File: config.mk
export PLATFORM = sky130hd
export DESIGN_NAME = montmul_top
export DESIGN_NICKNAME = d
export VERILOG_FILES = /design/src/logic/montmul_pkg.sv /design/src/logic/montmul_if.sv /design/src/logic/mm_apb_decode.sv /design/src/logic/mm_row_pe.sv /design/src/logic/mm_systolic_execute.sv /design/src/logic/mm_final_result.sv /design/src/logic/montmul_top.sv
export SDC_FILE = /design/constraint.sdc
export NUM_CORES = 2
export LEC_CHECK = 0
export BUFFER_PORTS_ARGS = -buffer_cell sky130_fd_sc_hd__buf_2
export CAP_MARGIN = 0
export CORE_MARGIN = 3
export CORE_UTILIZATION = 55
export CTS_BUF_LIST = sky130_fd_sc_hd__clkbuf_16
export CTS_CLUSTER_SIZE = 25
export DETAILED_ROUTE_END_ITERATION = 16
export PLACE_DENSITY_LB_ADDON = 0.1
export SYNTH_ARGS = -nofsm -noshare
export SYNTH_HDL_FRONTEND = slang
export SYNTH_SLANG_ARGS = --single-unit
File: constraint.sdc
create_clock -name clk -period 9.08 [get_ports clk]
set_input_delay 1.816 -clock clk [delete_from_list [all_inputs] [get_ports clk]]
set_output_delay 1.816 -clock clk [all_outputs]
set_load 0.03 [all_outputs]
File: src/logic/montmul_pkg.sv
package montmul_pkg;

    ////////////////////////////////////////////////////////////
    // Datapath sizes
    ////////////////////////////////////////////////////////////
    localparam int LIMB_W_DEF    = 8;
    localparam int NUM_LIMBS_DEF = 4;
    // Headroom for products piling up in one redundant column
    localparam int COL_GUARD     = 4;
    localparam int SEQ_W         = 8;
    localparam int APB_ADDR_W    = 8;
    localparam int APB_DATA_W    = 32;

    // Odd modulus, small enough that 4*MODULUS stays below R
    localparam logic [31:0] MODULUS = 32'd1000000007;

    ////////////////////////////////////////////////////////////
    // Montgomery constant
    ////////////////////////////////////////////////////////////
    // Returns -MODULUS^-1 mod 2^limb_w
    function automatic logic [63:0] mont_minv(input int limb_w);
        logic [63:0] inv;
        logic [63:0] mask;
        // Newton steps start from m itself, already exact mod 8
        inv = 64'(MODULUS);
        for (int i = 0; i < 5; i++) begin
            inv = inv * (64'd2 - 64'(MODULUS) * inv);
        end
        mask = (64'd1 << limb_w) - 64'd1;
        return (~inv + 64'd1) & mask;
    endfunction

    // Register map
    typedef enum logic [APB_ADDR_W-1:0] {
        OPA    = 8'h00,
        OPB    = 8'h04,
        CTRL   = 8'h08,
        STATUS = 8'h0C,
        RESULT = 8'h10
    } reg_addr_e;

    typedef enum logic [1:0] {
        IDLE,
        SETUP,
        ACCESS
    } dec_state_e;

endpackage

File: src/logic/montmul_if.sv
// One operation handed from the register block to the array
interface mm_issue_if import montmul_pkg::*; #(
    parameter int LIMB_W    = LIMB_W_DEF,
    parameter int NUM_LIMBS = NUM_LIMBS_DEF
);
    logic                        valid;
    logic [LIMB_W*NUM_LIMBS-1:0] a;
    logic [LIMB_W*NUM_LIMBS-1:0] b;
    logic [SEQ_W-1:0]            seq;

    modport issue   (output valid, a, b, seq);
    modport receive (input  valid, a, b, seq);
endinterface

// Redundant columns leaving the last array row
interface mm_sum_if import montmul_pkg::*; #(
    parameter int LIMB_W    = LIMB_W_DEF,
    parameter int NUM_LIMBS = NUM_LIMBS_DEF
);
    localparam int COL_W = 2 * LIMB_W + COL_GUARD;

    logic                              valid;
    logic [NUM_LIMBS:0][COL_W-1:0]     cols;
    // High part of column 0, whose low limb is always zero
    logic [COL_W-LIMB_W-1:0]           carry_lo;
    logic [SEQ_W-1:0]                  seq;

    modport drive   (output valid, cols, carry_lo, seq);
    modport receive (input  valid, cols, carry_lo, seq);
endinterface

File: src/logic/mm_apb_decode.sv
module mm_apb_decode import montmul_pkg::*; #(
    parameter int LIMB_W    = LIMB_W_DEF,
    parameter int NUM_LIMBS = NUM_LIMBS_DEF
) (
    input  logic                        clk,
    input  logic                        rst_n,
    input  logic [APB_ADDR_W-1:0]       paddr,
    input  logic                        psel,
    input  logic                        penable,
    input  logic                        pwrite,
    input  logic [APB_DATA_W-1:0]       pwdata,
    output logic [APB_DATA_W-1:0]       prdata,
    output logic                        pready,
    output logic                        pslverr,
    mm_issue_if.issue                   issue,
    input  logic [LIMB_W*NUM_LIMBS-1:0] result_z,
    input  logic                        done,
    input  logic [SEQ_W-1:0]            done_seq
);

    localparam int OP_W = LIMB_W * NUM_LIMBS;

    dec_state_e            state;
    dec_state_e            phase;
    logic                  xfer;
    logic                  addr_ok;
    logic                  start_req;
    logic                  start_ok;
    logic                  busy;
    logic [OP_W-1:0]       opa;
    logic [OP_W-1:0]       opb;
    logic [SEQ_W-1:0]      seq_cnt;
    logic [APB_DATA_W-1:0] status;

    // No wait states
    assign pready = 1'b1;

    ////////////////////////////////////////////////////////////
    // APB phase tracking
    ////////////////////////////////////////////////////////////
    always_comb begin
        if (!psel) begin
            phase = IDLE;
        end else if (penable) begin
            phase = ACCESS;
        end else begin
            phase = SETUP;
        end
    end

    always_ff @(posedge clk or negedge rst_n) begin
        if (!rst_n) begin
            state <= IDLE;
        end else begin
            state <= phase;
        end
    end

    // Access phase that follows a proper setup phase
    assign xfer = (phase == ACCESS) && (state == SETUP);

    assign start_req = xfer && pwrite && (paddr == CTRL) && pwdata[0];
    assign start_ok  = start_req && !busy;
    assign pslverr   = xfer && (!addr_ok || (start_req && busy));

    ////////////////////////////////////////////////////////////
    // Registers
    ////////////////////////////////////////////////////////////
    always_ff @(posedge clk or negedge rst_n) begin
        if (!rst_n) begin
            opa         <= '0;
            opb         <= '0;
            seq_cnt     <= '0;
            busy        <= 1'b0;
            issue.valid <= 1'b0;
        end else begin
            if (xfer && pwrite && (paddr == OPA)) begin
                opa <= OP_W'(pwdata);
            end
            if (xfer && pwrite && (paddr == OPB)) begin
                opb <= OP_W'(pwdata);
            end
            if (start_ok) begin
                seq_cnt <= seq_cnt + 1'b1;
            end
            // Setting wins over a stale done from the previous operation
            if (start_ok) begin
                busy <= 1'b1;
            end else if (done && (done_seq == seq_cnt)) begin
                busy <= 1'b0;
            end
            issue.valid <= start_ok;
        end
    end

    always_ff @(posedge clk) begin
        if (start_ok) begin
            issue.a   <= opa;
            issue.b   <= opb;
            issue.seq <= seq_cnt + 1'b1;
        end
    end

    // Busy in bit 0, done in bit 1, count in 15:8
    assign status = APB_DATA_W'({seq_cnt, 6'd0, done, busy});

    always_comb begin
        prdata  = '0;
        addr_ok = 1'b1;
        case (reg_addr_e'(paddr))
            OPA:     prdata = APB_DATA_W'(opa);
            OPB:     prdata = APB_DATA_W'(opb);
            CTRL:    prdata = '0;
            STATUS:  prdata = status;
            RESULT:  prdata = APB_DATA_W'(result_z);
            default: addr_ok = 1'b0;
        endcase
    end

endmodule

File: src/logic/mm_row_pe.sv
module mm_row_pe import montmul_pkg::*; #(
    parameter int LIMB_W    = LIMB_W_DEF,
    parameter int NUM_LIMBS = NUM_LIMBS_DEF
) (
    input  logic                                         clk,
    input  logic [LIMB_W*NUM_LIMBS-1:0]                  a_in,
    input  logic [LIMB_W-1:0]                            b_limb,
    input  logic [NUM_LIMBS:0][2*LIMB_W+COL_GUARD-1:0]   cols_in,
    input  logic                                         valid_in,
    output logic [NUM_LIMBS:0][2*LIMB_W+COL_GUARD-1:0]   cols_out,
    output logic                                         valid_out
);

    localparam int               COL_W  = 2 * LIMB_W + COL_GUARD;
    localparam int               OP_W   = LIMB_W * NUM_LIMBS;
    localparam logic [OP_W-1:0]  MOD_OP = OP_W'(MODULUS);
    localparam logic [LIMB_W-1:0] M_INV = LIMB_W'(mont_minv(LIMB_W));

    logic [COL_W-1:0]                  low_col;
    logic [LIMB_W-1:0]                 q;
    logic [NUM_LIMBS-1:0][COL_W-1:0]   sum_next;

    // Column 0 is the pending column. Its high part still belongs at
    // weight 2^0 and its low limb was cleared by the previous row
    always_comb begin
        low_col = cols_in[0][COL_W-1:LIMB_W] + cols_in[1] + a_in[LIMB_W-1:0] * b_limb;
        // Quotient that zeroes the low limb
        q = low_col[LIMB_W-1:0] * M_INV;
        sum_next[0] = low_col + q * MOD_OP[LIMB_W-1:0];
        for (int j = 1; j < NUM_LIMBS; j++) begin
            sum_next[j] = cols_in[j+1]
                        + a_in[j*LIMB_W +: LIMB_W] * b_limb
                        + q * MOD_OP[j*LIMB_W +: LIMB_W];
        end
    end

    // Shift down one limb; top column fills with zero
    always_ff @(posedge clk) begin
        cols_out[NUM_LIMBS-1:0] <= sum_next;
        cols_out[NUM_LIMBS]     <= '0;
        valid_out               <= valid_in;
    end

endmodule

File: src/logic/mm_systolic_execute.sv
module mm_systolic_execute import montmul_pkg::*; #(
    parameter int LIMB_W    = LIMB_W_DEF,
    parameter int NUM_LIMBS = NUM_LIMBS_DEF
) (
    input  logic        clk,
    input  logic        rst_n,
    mm_issue_if.receive issue,
    mm_sum_if.drive     sums
);

    localparam int COL_W = 2 * LIMB_W + COL_GUARD;
    localparam int OP_W  = LIMB_W * NUM_LIMBS;

    logic                               ent_vld;
    logic [NUM_LIMBS-1:0][OP_W-1:0]     a_pipe;
    logic [NUM_LIMBS-1:0][OP_W-1:0]     b_pipe;
    logic [NUM_LIMBS:0][SEQ_W-1:0]      seq_pipe;
    logic [NUM_LIMBS:0][COL_W-1:0]      col_chain [NUM_LIMBS+1];
    logic                               vld_chain [NUM_LIMBS+1];

    ////////////////////////////////////////////////////////////
    // Entry registers and operand delay lines
    ////////////////////////////////////////////////////////////
    always_ff @(posedge clk or negedge rst_n) begin
        if (!rst_n) begin
            ent_vld <= 1'b0;
        end else begin
            ent_vld <= issue.valid;
        end
    end

    // Index 0 is the entry stage, each later index one row further
    always_ff @(posedge clk) begin
        a_pipe[0]   <= issue.a;
        b_pipe[0]   <= issue.b;
        seq_pipe[0] <= issue.seq;
        for (int i = 1; i < NUM_LIMBS; i++) begin
            a_pipe[i] <= a_pipe[i-1];
            // Drop the limb the previous row consumed
            b_pipe[i] <= b_pipe[i-1] >> LIMB_W;
        end
        for (int i = 1; i <= NUM_LIMBS; i++) begin
            seq_pipe[i] <= seq_pipe[i-1];
        end
    end

    assign col_chain[0] = '0;
    assign vld_chain[0] = ent_vld;

    ////////////////////////////////////////////////////////////
    // Row chain
    ////////////////////////////////////////////////////////////
    for (genvar i = 0; i < NUM_LIMBS; i++) begin : g_row
        mm_row_pe #(
            .LIMB_W    (LIMB_W),
            .NUM_LIMBS (NUM_LIMBS)
        ) u_row (
            .clk       (clk),
            .a_in      (a_pipe[i]),
            .b_limb    (b_pipe[i][LIMB_W-1:0]),
            .cols_in   (col_chain[i]),
            .valid_in  (vld_chain[i]),
            .cols_out  (col_chain[i+1]),
            .valid_out (vld_chain[i+1])
        );
    end

    assign sums.valid    = vld_chain[NUM_LIMBS];
    assign sums.cols     = col_chain[NUM_LIMBS];
    assign sums.carry_lo = col_chain[NUM_LIMBS][0][COL_W-1:LIMB_W];
    assign sums.seq      = seq_pipe[NUM_LIMBS];

endmodule

File: src/logic/mm_final_result.sv
module mm_final_result import montmul_pkg::*; #(
    parameter int LIMB_W    = LIMB_W_DEF,
    parameter int NUM_LIMBS = NUM_LIMBS_DEF
) (
    input  logic                        clk,
    input  logic                        rst_n,
    mm_sum_if.receive                   sums,
    output logic [LIMB_W*NUM_LIMBS-1:0] result_z,
    output logic                        done,
    output logic [SEQ_W-1:0]            done_seq,
    input  logic                        start_accepted
);

    localparam int              COL_W  = 2 * LIMB_W + COL_GUARD;
    localparam int              OP_W   = LIMB_W * NUM_LIMBS;
    localparam int              FOLD_W = OP_W + COL_W;
    localparam logic [OP_W-1:0] MOD_OP = OP_W'(MODULUS);

    logic [FOLD_W-1:0] fold_sum;
    logic [OP_W-1:0]   fold_z;
    logic [OP_W-1:0]   z_sub;
    logic              fold_vld;
    logic [SEQ_W-1:0]  fold_seq;

    // Columns 1..N sit at limb weights 0..N-1, carry_lo at weight 1
    always_comb begin
        fold_sum = FOLD_W'(sums.carry_lo);
        for (int j = 1; j <= NUM_LIMBS; j++) begin
            fold_sum = fold_sum + (FOLD_W'(sums.cols[j]) << (LIMB_W * (j - 1)));
        end
    end

    ////////////////////////////////////////////////////////////
    // Fold stage
    ////////////////////////////////////////////////////////////
    always_ff @(posedge clk or negedge rst_n) begin
        if (!rst_n) begin
            fold_vld <= 1'b0;
        end else begin
            fold_vld <= sums.valid;
        end
    end

    // Value is below 2*MODULUS so it fits the operand width
    always_ff @(posedge clk) begin
        fold_z   <= fold_sum[OP_W-1:0];
        fold_seq <= sums.seq;
    end

    assign z_sub = fold_z - MOD_OP;

    // Subtract and register
    always_ff @(posedge clk or negedge rst_n) begin
        if (!rst_n) begin
            result_z <= '0;
            done     <= 1'b0;
            done_seq <= '0;
        end else begin
            if (fold_vld) begin
                result_z <= (fold_z >= MOD_OP) ? z_sub : fold_z;
                done_seq <= fold_seq;
            end
            if (start_accepted) begin
                done <= 1'b0;
            end else if (fold_vld) begin
                done <= 1'b1;
            end
        end
    end

endmodule

File: src/logic/montmul_top.sv
module montmul_top import montmul_pkg::*; #(
    parameter int LIMB_W    = LIMB_W_DEF,
    parameter int NUM_LIMBS = NUM_LIMBS_DEF
) (
    input  logic                  clk,
    input  logic                  rst_n,
    input  logic [APB_ADDR_W-1:0] paddr,
    input  logic                  psel,
    input  logic                  penable,
    input  logic                  pwrite,
    input  logic [APB_DATA_W-1:0] pwdata,
    output logic [APB_DATA_W-1:0] prdata,
    output logic                  pready,
    output logic                  pslverr
);

    logic [LIMB_W*NUM_LIMBS-1:0] result_z;
    logic                        done;
    logic [SEQ_W-1:0]            done_seq;

    mm_issue_if #(.LIMB_W(LIMB_W), .NUM_LIMBS(NUM_LIMBS)) issue_bus ();
    mm_sum_if   #(.LIMB_W(LIMB_W), .NUM_LIMBS(NUM_LIMBS)) sum_bus ();

    mm_apb_decode #(.LIMB_W(LIMB_W), .NUM_LIMBS(NUM_LIMBS)) u_decode (
        .clk      (clk),
        .rst_n    (rst_n),
        .paddr    (paddr),
        .psel     (psel),
        .penable  (penable),
        .pwrite   (pwrite),
        .pwdata   (pwdata),
        .prdata   (prdata),
        .pready   (pready),
        .pslverr  (pslverr),
        .issue    (issue_bus.issue),
        .result_z (result_z),
        .done     (done),
        .done_seq (done_seq)
    );

    mm_systolic_execute #(.LIMB_W(LIMB_W), .NUM_LIMBS(NUM_LIMBS)) u_execute (
        .clk   (clk),
        .rst_n (rst_n),
        .issue (issue_bus.receive),
        .sums  (sum_bus.drive)
    );

    // The issue pulse marks an accepted start and clears the old done
    mm_final_result #(.LIMB_W(LIMB_W), .NUM_LIMBS(NUM_LIMBS)) u_result (
        .clk            (clk),
        .rst_n          (rst_n),
        .sums           (sum_bus.receive),
        .result_z       (result_z),
        .done           (done),
        .done_seq       (done_seq),
        .start_accepted (issue_bus.valid)
    );

endmodule

Word-level counts from Yosys, hierarchy flattened --
Cells that the tools add are included. W data, S select, Z words.
Word-level totals: memories 0, flip-flop bits (word level) 779, input bits 45, output and inout port bits 34, bits in writable memories 0, memory bits (read-only) 0, latch bits 0, logic and storage cells 152
Cells by class: div/mod/pow operators 0, add/sub/neg operators 33, equal/unequal tests 7, reduce and logical (&&, ||, !) cells 17, bitwise logic cells 0, $mul 36, magnitude comparators 1, shift operators 0, mux-type cells 9
Operators with widths (number):
- $mul A8 B8 Y16 | 16
- $add A20 B16 Y20 | 8
- $pmux W32 S4 | 1
- $mul A8 B7 Y15 const B | 8
- $add A17 B16 Y18 | 4
- $add A20 B11 Y20 | 3
- $mul A8 B6 Y14 const B | 4
- $add A16 B14 Y17 | 3
- $mul A8 B3 Y11 const B | 4
- $add A12 B20 Y20 | 2
- $add A18 B16 Y19 | 2
- $add A16 B16 Y17 | 2
- $add A28 B32 Y32 | 1
- $ge A32 B30 Y1 const B | 1
- $mul A8 B7 Y8 const B | 4
- $mux W32 | 1
- $sub A32 B30 Y32 const B | 1
- $add A21 B27 Y28 | 1
- $add A12 B20 Y21 | 1
- $add A19 B16 Y20 | 1
- $add A9 B17 Y18 | 1
- $add A16 B11 Y17 | 1
- $add A16 B14 Y16 | 1
- $eq A8 B4 Y1 const B | 2
- other kinds (14) | 30

Depth between registers and ports, before layout --
word-level depth 10, mapped depth 42, mapped depth without buffers 41

Cells and area by module --
From an unflattened synthesis, not the netlist that was laid out.
Second synthesis, totals: cells, all modules 8896, area total of the unflattened synthesis 87088.5 sq um
By module, submodules not included:
- mm_row_pe (u_execute.g_row[2].u_row) | cells each 1917, seq. area each 1581.5 sq um, times used 1, area an instance 17773.3 sq um
- mm_row_pe (u_execute.g_row[3].u_row) | cells each 1938, seq. area each 1581.5 sq um, times used 1, area an instance 17712.0 sq um
- mm_row_pe (u_execute.g_row[1].u_row) | cells each 1927, seq. area each 1581.5 sq um, times used 1, area an instance 17668.2 sq um
- mm_row_pe (u_execute.g_row[0].u_row) | cells each 1895, seq. area each 1581.5 sq um, times used 1, area an instance 17631.9 sq um
- mm_apb_decode | cells each 405, seq. area each 4063.9 sq um, times used 1, area an instance 6079.6 sq um
- mm_systolic_execute | cells each 270, seq. area each 4989.8 sq um, times used 1, area an instance 5143.7 sq um
- mm_final_result | cells each 544, seq. area each 1851.8 sq um, times used 1, area an instance 5079.9 sq um

Worst setup path after synthesis --
Ideal clock, no wire load.
path kind register -> register, start point register u_execute.g_row[0].u_row.cols_out[8] (netlist bit), end point register u_execute.g_row[1].u_row.cols_out[75] (netlist bit), required time 9008 ps, slack -802 ps, library setup time 72 ps, stages on the path, launching flop included 37, buffers on the path 0, arrival time 9810 ps, clock period less this slack 9882 ps, cell sequence dfxtp_1 ha_1 inv_1 fa_1 nor2b_1 o21ai_0 a21boi_0 o21ai_0 nand2_1 xnor2_1 fa_1 fa_1 inv_1 fa_1 fa_1 ha_1 xnor2_1 ha_1 ha_1 a21oi_1 xnor2_1 xnor2_1 ha_1 fa_1 inv_1 fa_1 fa_1 inv_1 fa_1 fa_1 ha_1 a211oi_1 o31ai_1 or4_1 a31o_2 a21oi_1 xnor2_1
RTL lines:
- start, declared | RTL line mm_row_pe.sv:10 | output logic [NUM_LIMBS:0][2*LIMB_W+COL_GUARD-1:0] cols_out,
- start signal, assigned by index | RTL line mm_row_pe.sv:39 | cols_out[NUM_LIMBS-1:0] <= sum_next;
- end signal, assigned by index | RTL line mm_row_pe.sv:39
- end, declared | RTL line mm_row_pe.sv:10

==> flow_summary_export.csv <==
group,metric,value,unit
global_routing,grt_pass1_vias,58400,
die,coreArea,140000,um^2
route,wl,213000,um
synthesis,synth_xor_area_share,5.22,%
pwr,vdd_drop_max,0.154,mV
min_path,hp-start,"u_execute.sums.seq[3]",
cells_and_area,final-seq-area,16300,um^2
route,dr.pass1.iters,8,
clock_tree,cts-root-buf,"clkbuf_16",
min_path,hold_path.class,"reg -> reg",
critical_path,rrSetupSlack,-0.36,ns
sta,drv_slew,0,
synthesis,synth.mux.area_fraction,1.12,%
clock_tree,cts_tree,"built",
critical_path,slowest_stage,"fa_1",
placed_design,gp_congestion,0.927,
critical_path,max_stage_delay,0.54,ns
route,vias,55900,
route,vias_per_cell,5.33,
synthesis,synthTopCellsByArea,"fa_1 27%, ha_1 19%, dfxtp_1 14%, inv_1 8.0%, and2_1 4.4%",
critical_path,worstPathMaxFanout,4,
synthesis,yosys.area.top_type,"fa_1",
critical_path,worstPathArrival,10.04,ns
sta,fmax,106,MHz
global_routing,grt_overflow_total,0,
outcome,violations,"negative setup slack",
clock_tree,clock_latency,0.74,ns
pwr,p_per_area,75.0,nW/um^2
route,drtAntennaViolNets,0,
outcome,status,"finished with violations",
placed_design,port_buffers,77,
sta,hold_violations,0,
synthesis,netlist.area_leader.share,26.6,%
global_routing,antenna_found_initial,16,
cells_and_area,areaGrowthSynthToFinish,15.6,%
synthesis,synthTopCellsByCount,"1669 x inv_1, 1173 x ha_1, 1039 x fa_1",
route,wire_per_inst,20.3,um
synthesis,synth_compound_area_share,7.09,%
global_routing,grt_max_degree,74,
synthesis,syn_nets,10200,
synthesis,synthAdderAreaFrac,45.4,%
synthesis,synth_cells,7988,
sta,period_share,104,%
cells_and_area,nFillCells,11600,
synthesis,yosysMostFrequentCell,"inv_1",
min_path,hold_path_end,"u_result.fold_seq[3]",
sta,period_minus_slack,9.44,ns
synthesis,synth_area,78100,um^2
sta,worst_pin_slew,0.986,ns
critical_path,rr_endpoint,"u_execute.g_row[1].u_row.cols_out[75]",
critical_path,rr_worst_depth,36,
cells_and_area,multi_input_area,58000,um^2
critical_path,worst_ep_required_time,9.68,ns
synthesis,ys_ff_latch,745,
die,num_rows,137,
clock_tree,clk_pin_slew_worst_paths,0.06,ns
route,route.detailed.drc,0,
critical_path,criticalPathCategory,"reg -> reg",
clock_tree,clockBufferDepth,3,
global_routing,grt_pass1_wl,330000,um
synthesis,synth_edf_count,72,
critical_path,cpMostUsedCell,"fa_1",
synthesis,yosysUniqueCellTypes,85,
synthesis,synth_simple_gate_area_share,11.6,%
die,die_y,383,um
placed_design,placed_area,84000,um^2
clock_tree,cts_made_buffers,84,
synthesis,async_reset_ff_share,16.0,%
placed_design,dp_hpwl,172000,um
min_path,holdPathStages,0,
die,die_x,383,um
sta,postLayoutSetupSlackWorst,-0.356,ns
sta,finalClockSkew,0.0807,ns
synthesis,yosys_warnings,0,
cells_and_area,layout.nets,10800,
critical_path,crit_path_end_kind,"flop",
route,drtIter0Drc,3348,
job,max_cap_violations,0,
clock_tree,htreeDepth,3,
placed_design,dp_slack,-0.605,ns
critical_path,regToRegStartpoint,"u_execute.g_row[0].u_row.cols_out[8]",
sta,slew_headroom,34.1,%
die,die_area,147000,um^2
cells_and_area,final_util,64.4,%
synthesis,avgSynthCellArea,9.77,um^2
synthesis,synth_top_family_by_area,"adder cells",
sta,grt_setup_unrepaired,"true",
synthesis,synth-main-ff-cell,"dfxtp_1",
clock_tree,cts.sinks,745,
critical_path,critPathLaunchType,"flop",
cells_and_area,drive_above_1_share,15.1,%
die,start_util,55.7,%
cells_and_area,stdcell_area,90200,um^2
global_routing,gr-usage-all-layers,29.2,%
die,ios,79,
pwr,p_leak,46.8,nW
synthesis,synth-seq-area-share,20.8,%
sta,final-setup-viol-count,9,
==> worst max path at each step <==
stage | from | endpoint | depth (start not counted)
finish | u_execute.g_row[0].u_row.cols_out[8] | u_execute.g_row[1].u_row.cols_out[75] | 36
CTS | u_execute.g_row[0].u_row.cols_out[8] | u_execute.g_row[1].u_row.cols_out[75] | 37
global route | u_execute.g_row[0].u_row.cols_out[8] | u_execute.g_row[1].u_row.cols_out[75] | 36
detailed placement | u_execute.a_pipe[69] | u_execute.g_row[2].u_row.cols_out[76] | 37
floorplan | u_execute.g_row[0].u_row.cols_out[8] | u_execute.g_row[1].u_row.cols_out[75] | 37
global placement | u_execute.b_pipe[64] | u_execute.g_row[2].u_row.cols_out[76] | 36
==> critical path, delay by kind of cell (launching register included) <==
kind,cells,cell delay (ns)
simple gates,1,0.43
fa+ha+maj,15,5.60
flops,1,0.33
xor+xnor,5,0.84
buf+inv,5,0.40
compound gates,10,1.67
==> routing by layer <==
layer | vias to the layer above | track usage (%) | wire (um)
li1 | 26300 | - | -
met1 | 27900 | 40.7 | 95200
met2 | 1415 | 46.9 | 97500
met3 | 299 | 4.65 | 12800
met4 | 0 | 9.24 | 7260
met5 | - | 0 | 0
==> report_power, final <==
group | internal (W) | leakage, nW | switching, W | total (W)
Sequential | 0.00332 | 7.18 | 0.00000101 | 0.00332
Clock | 0.00188 | 1.38 | 0.00154 | 0.00342
Combinational | 0.00000918 | 38.2 | 0.0000203 | 0.0000295
==> repair_timing <==
item	in CTS	in global routing
endpoints found under the setup margin	69	82
setup buffers	47	52
resized for setup	167	391
hold buffers	0	0
pin swaps	97	256
gates cloned	0	0
==> layout by cell type (no fill, tap or decap), types with 84 or more instances in the layout <==
cell,synthesis,final
clkbuf_16,0,84
a21oi_1,270,211
a21o_1,106,106
inv_1,1669,1628
ha_4,0,101
nor2_1,229,214
and2_1,545,535
buf_4,1,487
ha_1,1173,1059
xnor2_1,321,288
o21ai_0,146,100
fa_1,1039,1023
dfrtp_1,119,118
nand2_1,678,670
xor2_1,144,132
dfxtp_1,554,534
==> per-stage QoR <==
stage               cells  setup TNS (ns)  hold slack [ns]  power (W)
global placement    10200           -9.77            0.310    0.00342
detailed placement  10200          -16.11            0.312    0.00342
finish              10500           -1.35            0.323    0.00677
global route        10500          -11.51            0.328    0.00697
CTS                 10400           -1.01            0.323    0.00683
floorplan            7988          -0.143            0.310    0.00340
==> registers in the layout, summed over array words and instances, names as in the netlist, 2 cells and up <==
name,cells
u_decode.issue.b,32
u_execute.seq_pipe,32
u_decode.opa,32
u_decode.seq_cnt,8
u_decode.issue.a,32
u_result.done_seq,8
u_decode.state,2
u_result.fold_seq,8
u_execute.sums.seq,8
u_decode.opb,32
u_execute.a_pipe,128
u_execute.g_row.u_row.valid_out,4
u_result.fold_z,32
u_execute.b_pipe,80
u_decode.issue.seq,8
u_result.result_z,32
u_execute.g_row.u_row.cols_out,262
==> kinds of logic after synthesis <==
group | after synthesis
DFF | 745
muxes | 78
and+or+nand+nor | 1832
other | 1
adders and majority gates | 2212
xor gates and xnor gates | 465
AOI/OAI and AO/OA | 844
buffers and inverters | 1811
==> layout make-up <==
cell class | instances | area share [%]
inverter | 1669 | 6.94
multi-input combinational | 5432 | 64.3
antenna | 8 | 0.0222
tap | 1876 | 2.60
timing repair buffer | 601 | 5.02
sequential | 745 | 18.0
clock inverter | 71 | 0.774
clock buffer | 84 | 2.33
No activity file was read; power rests on OpenSTA's default activity.
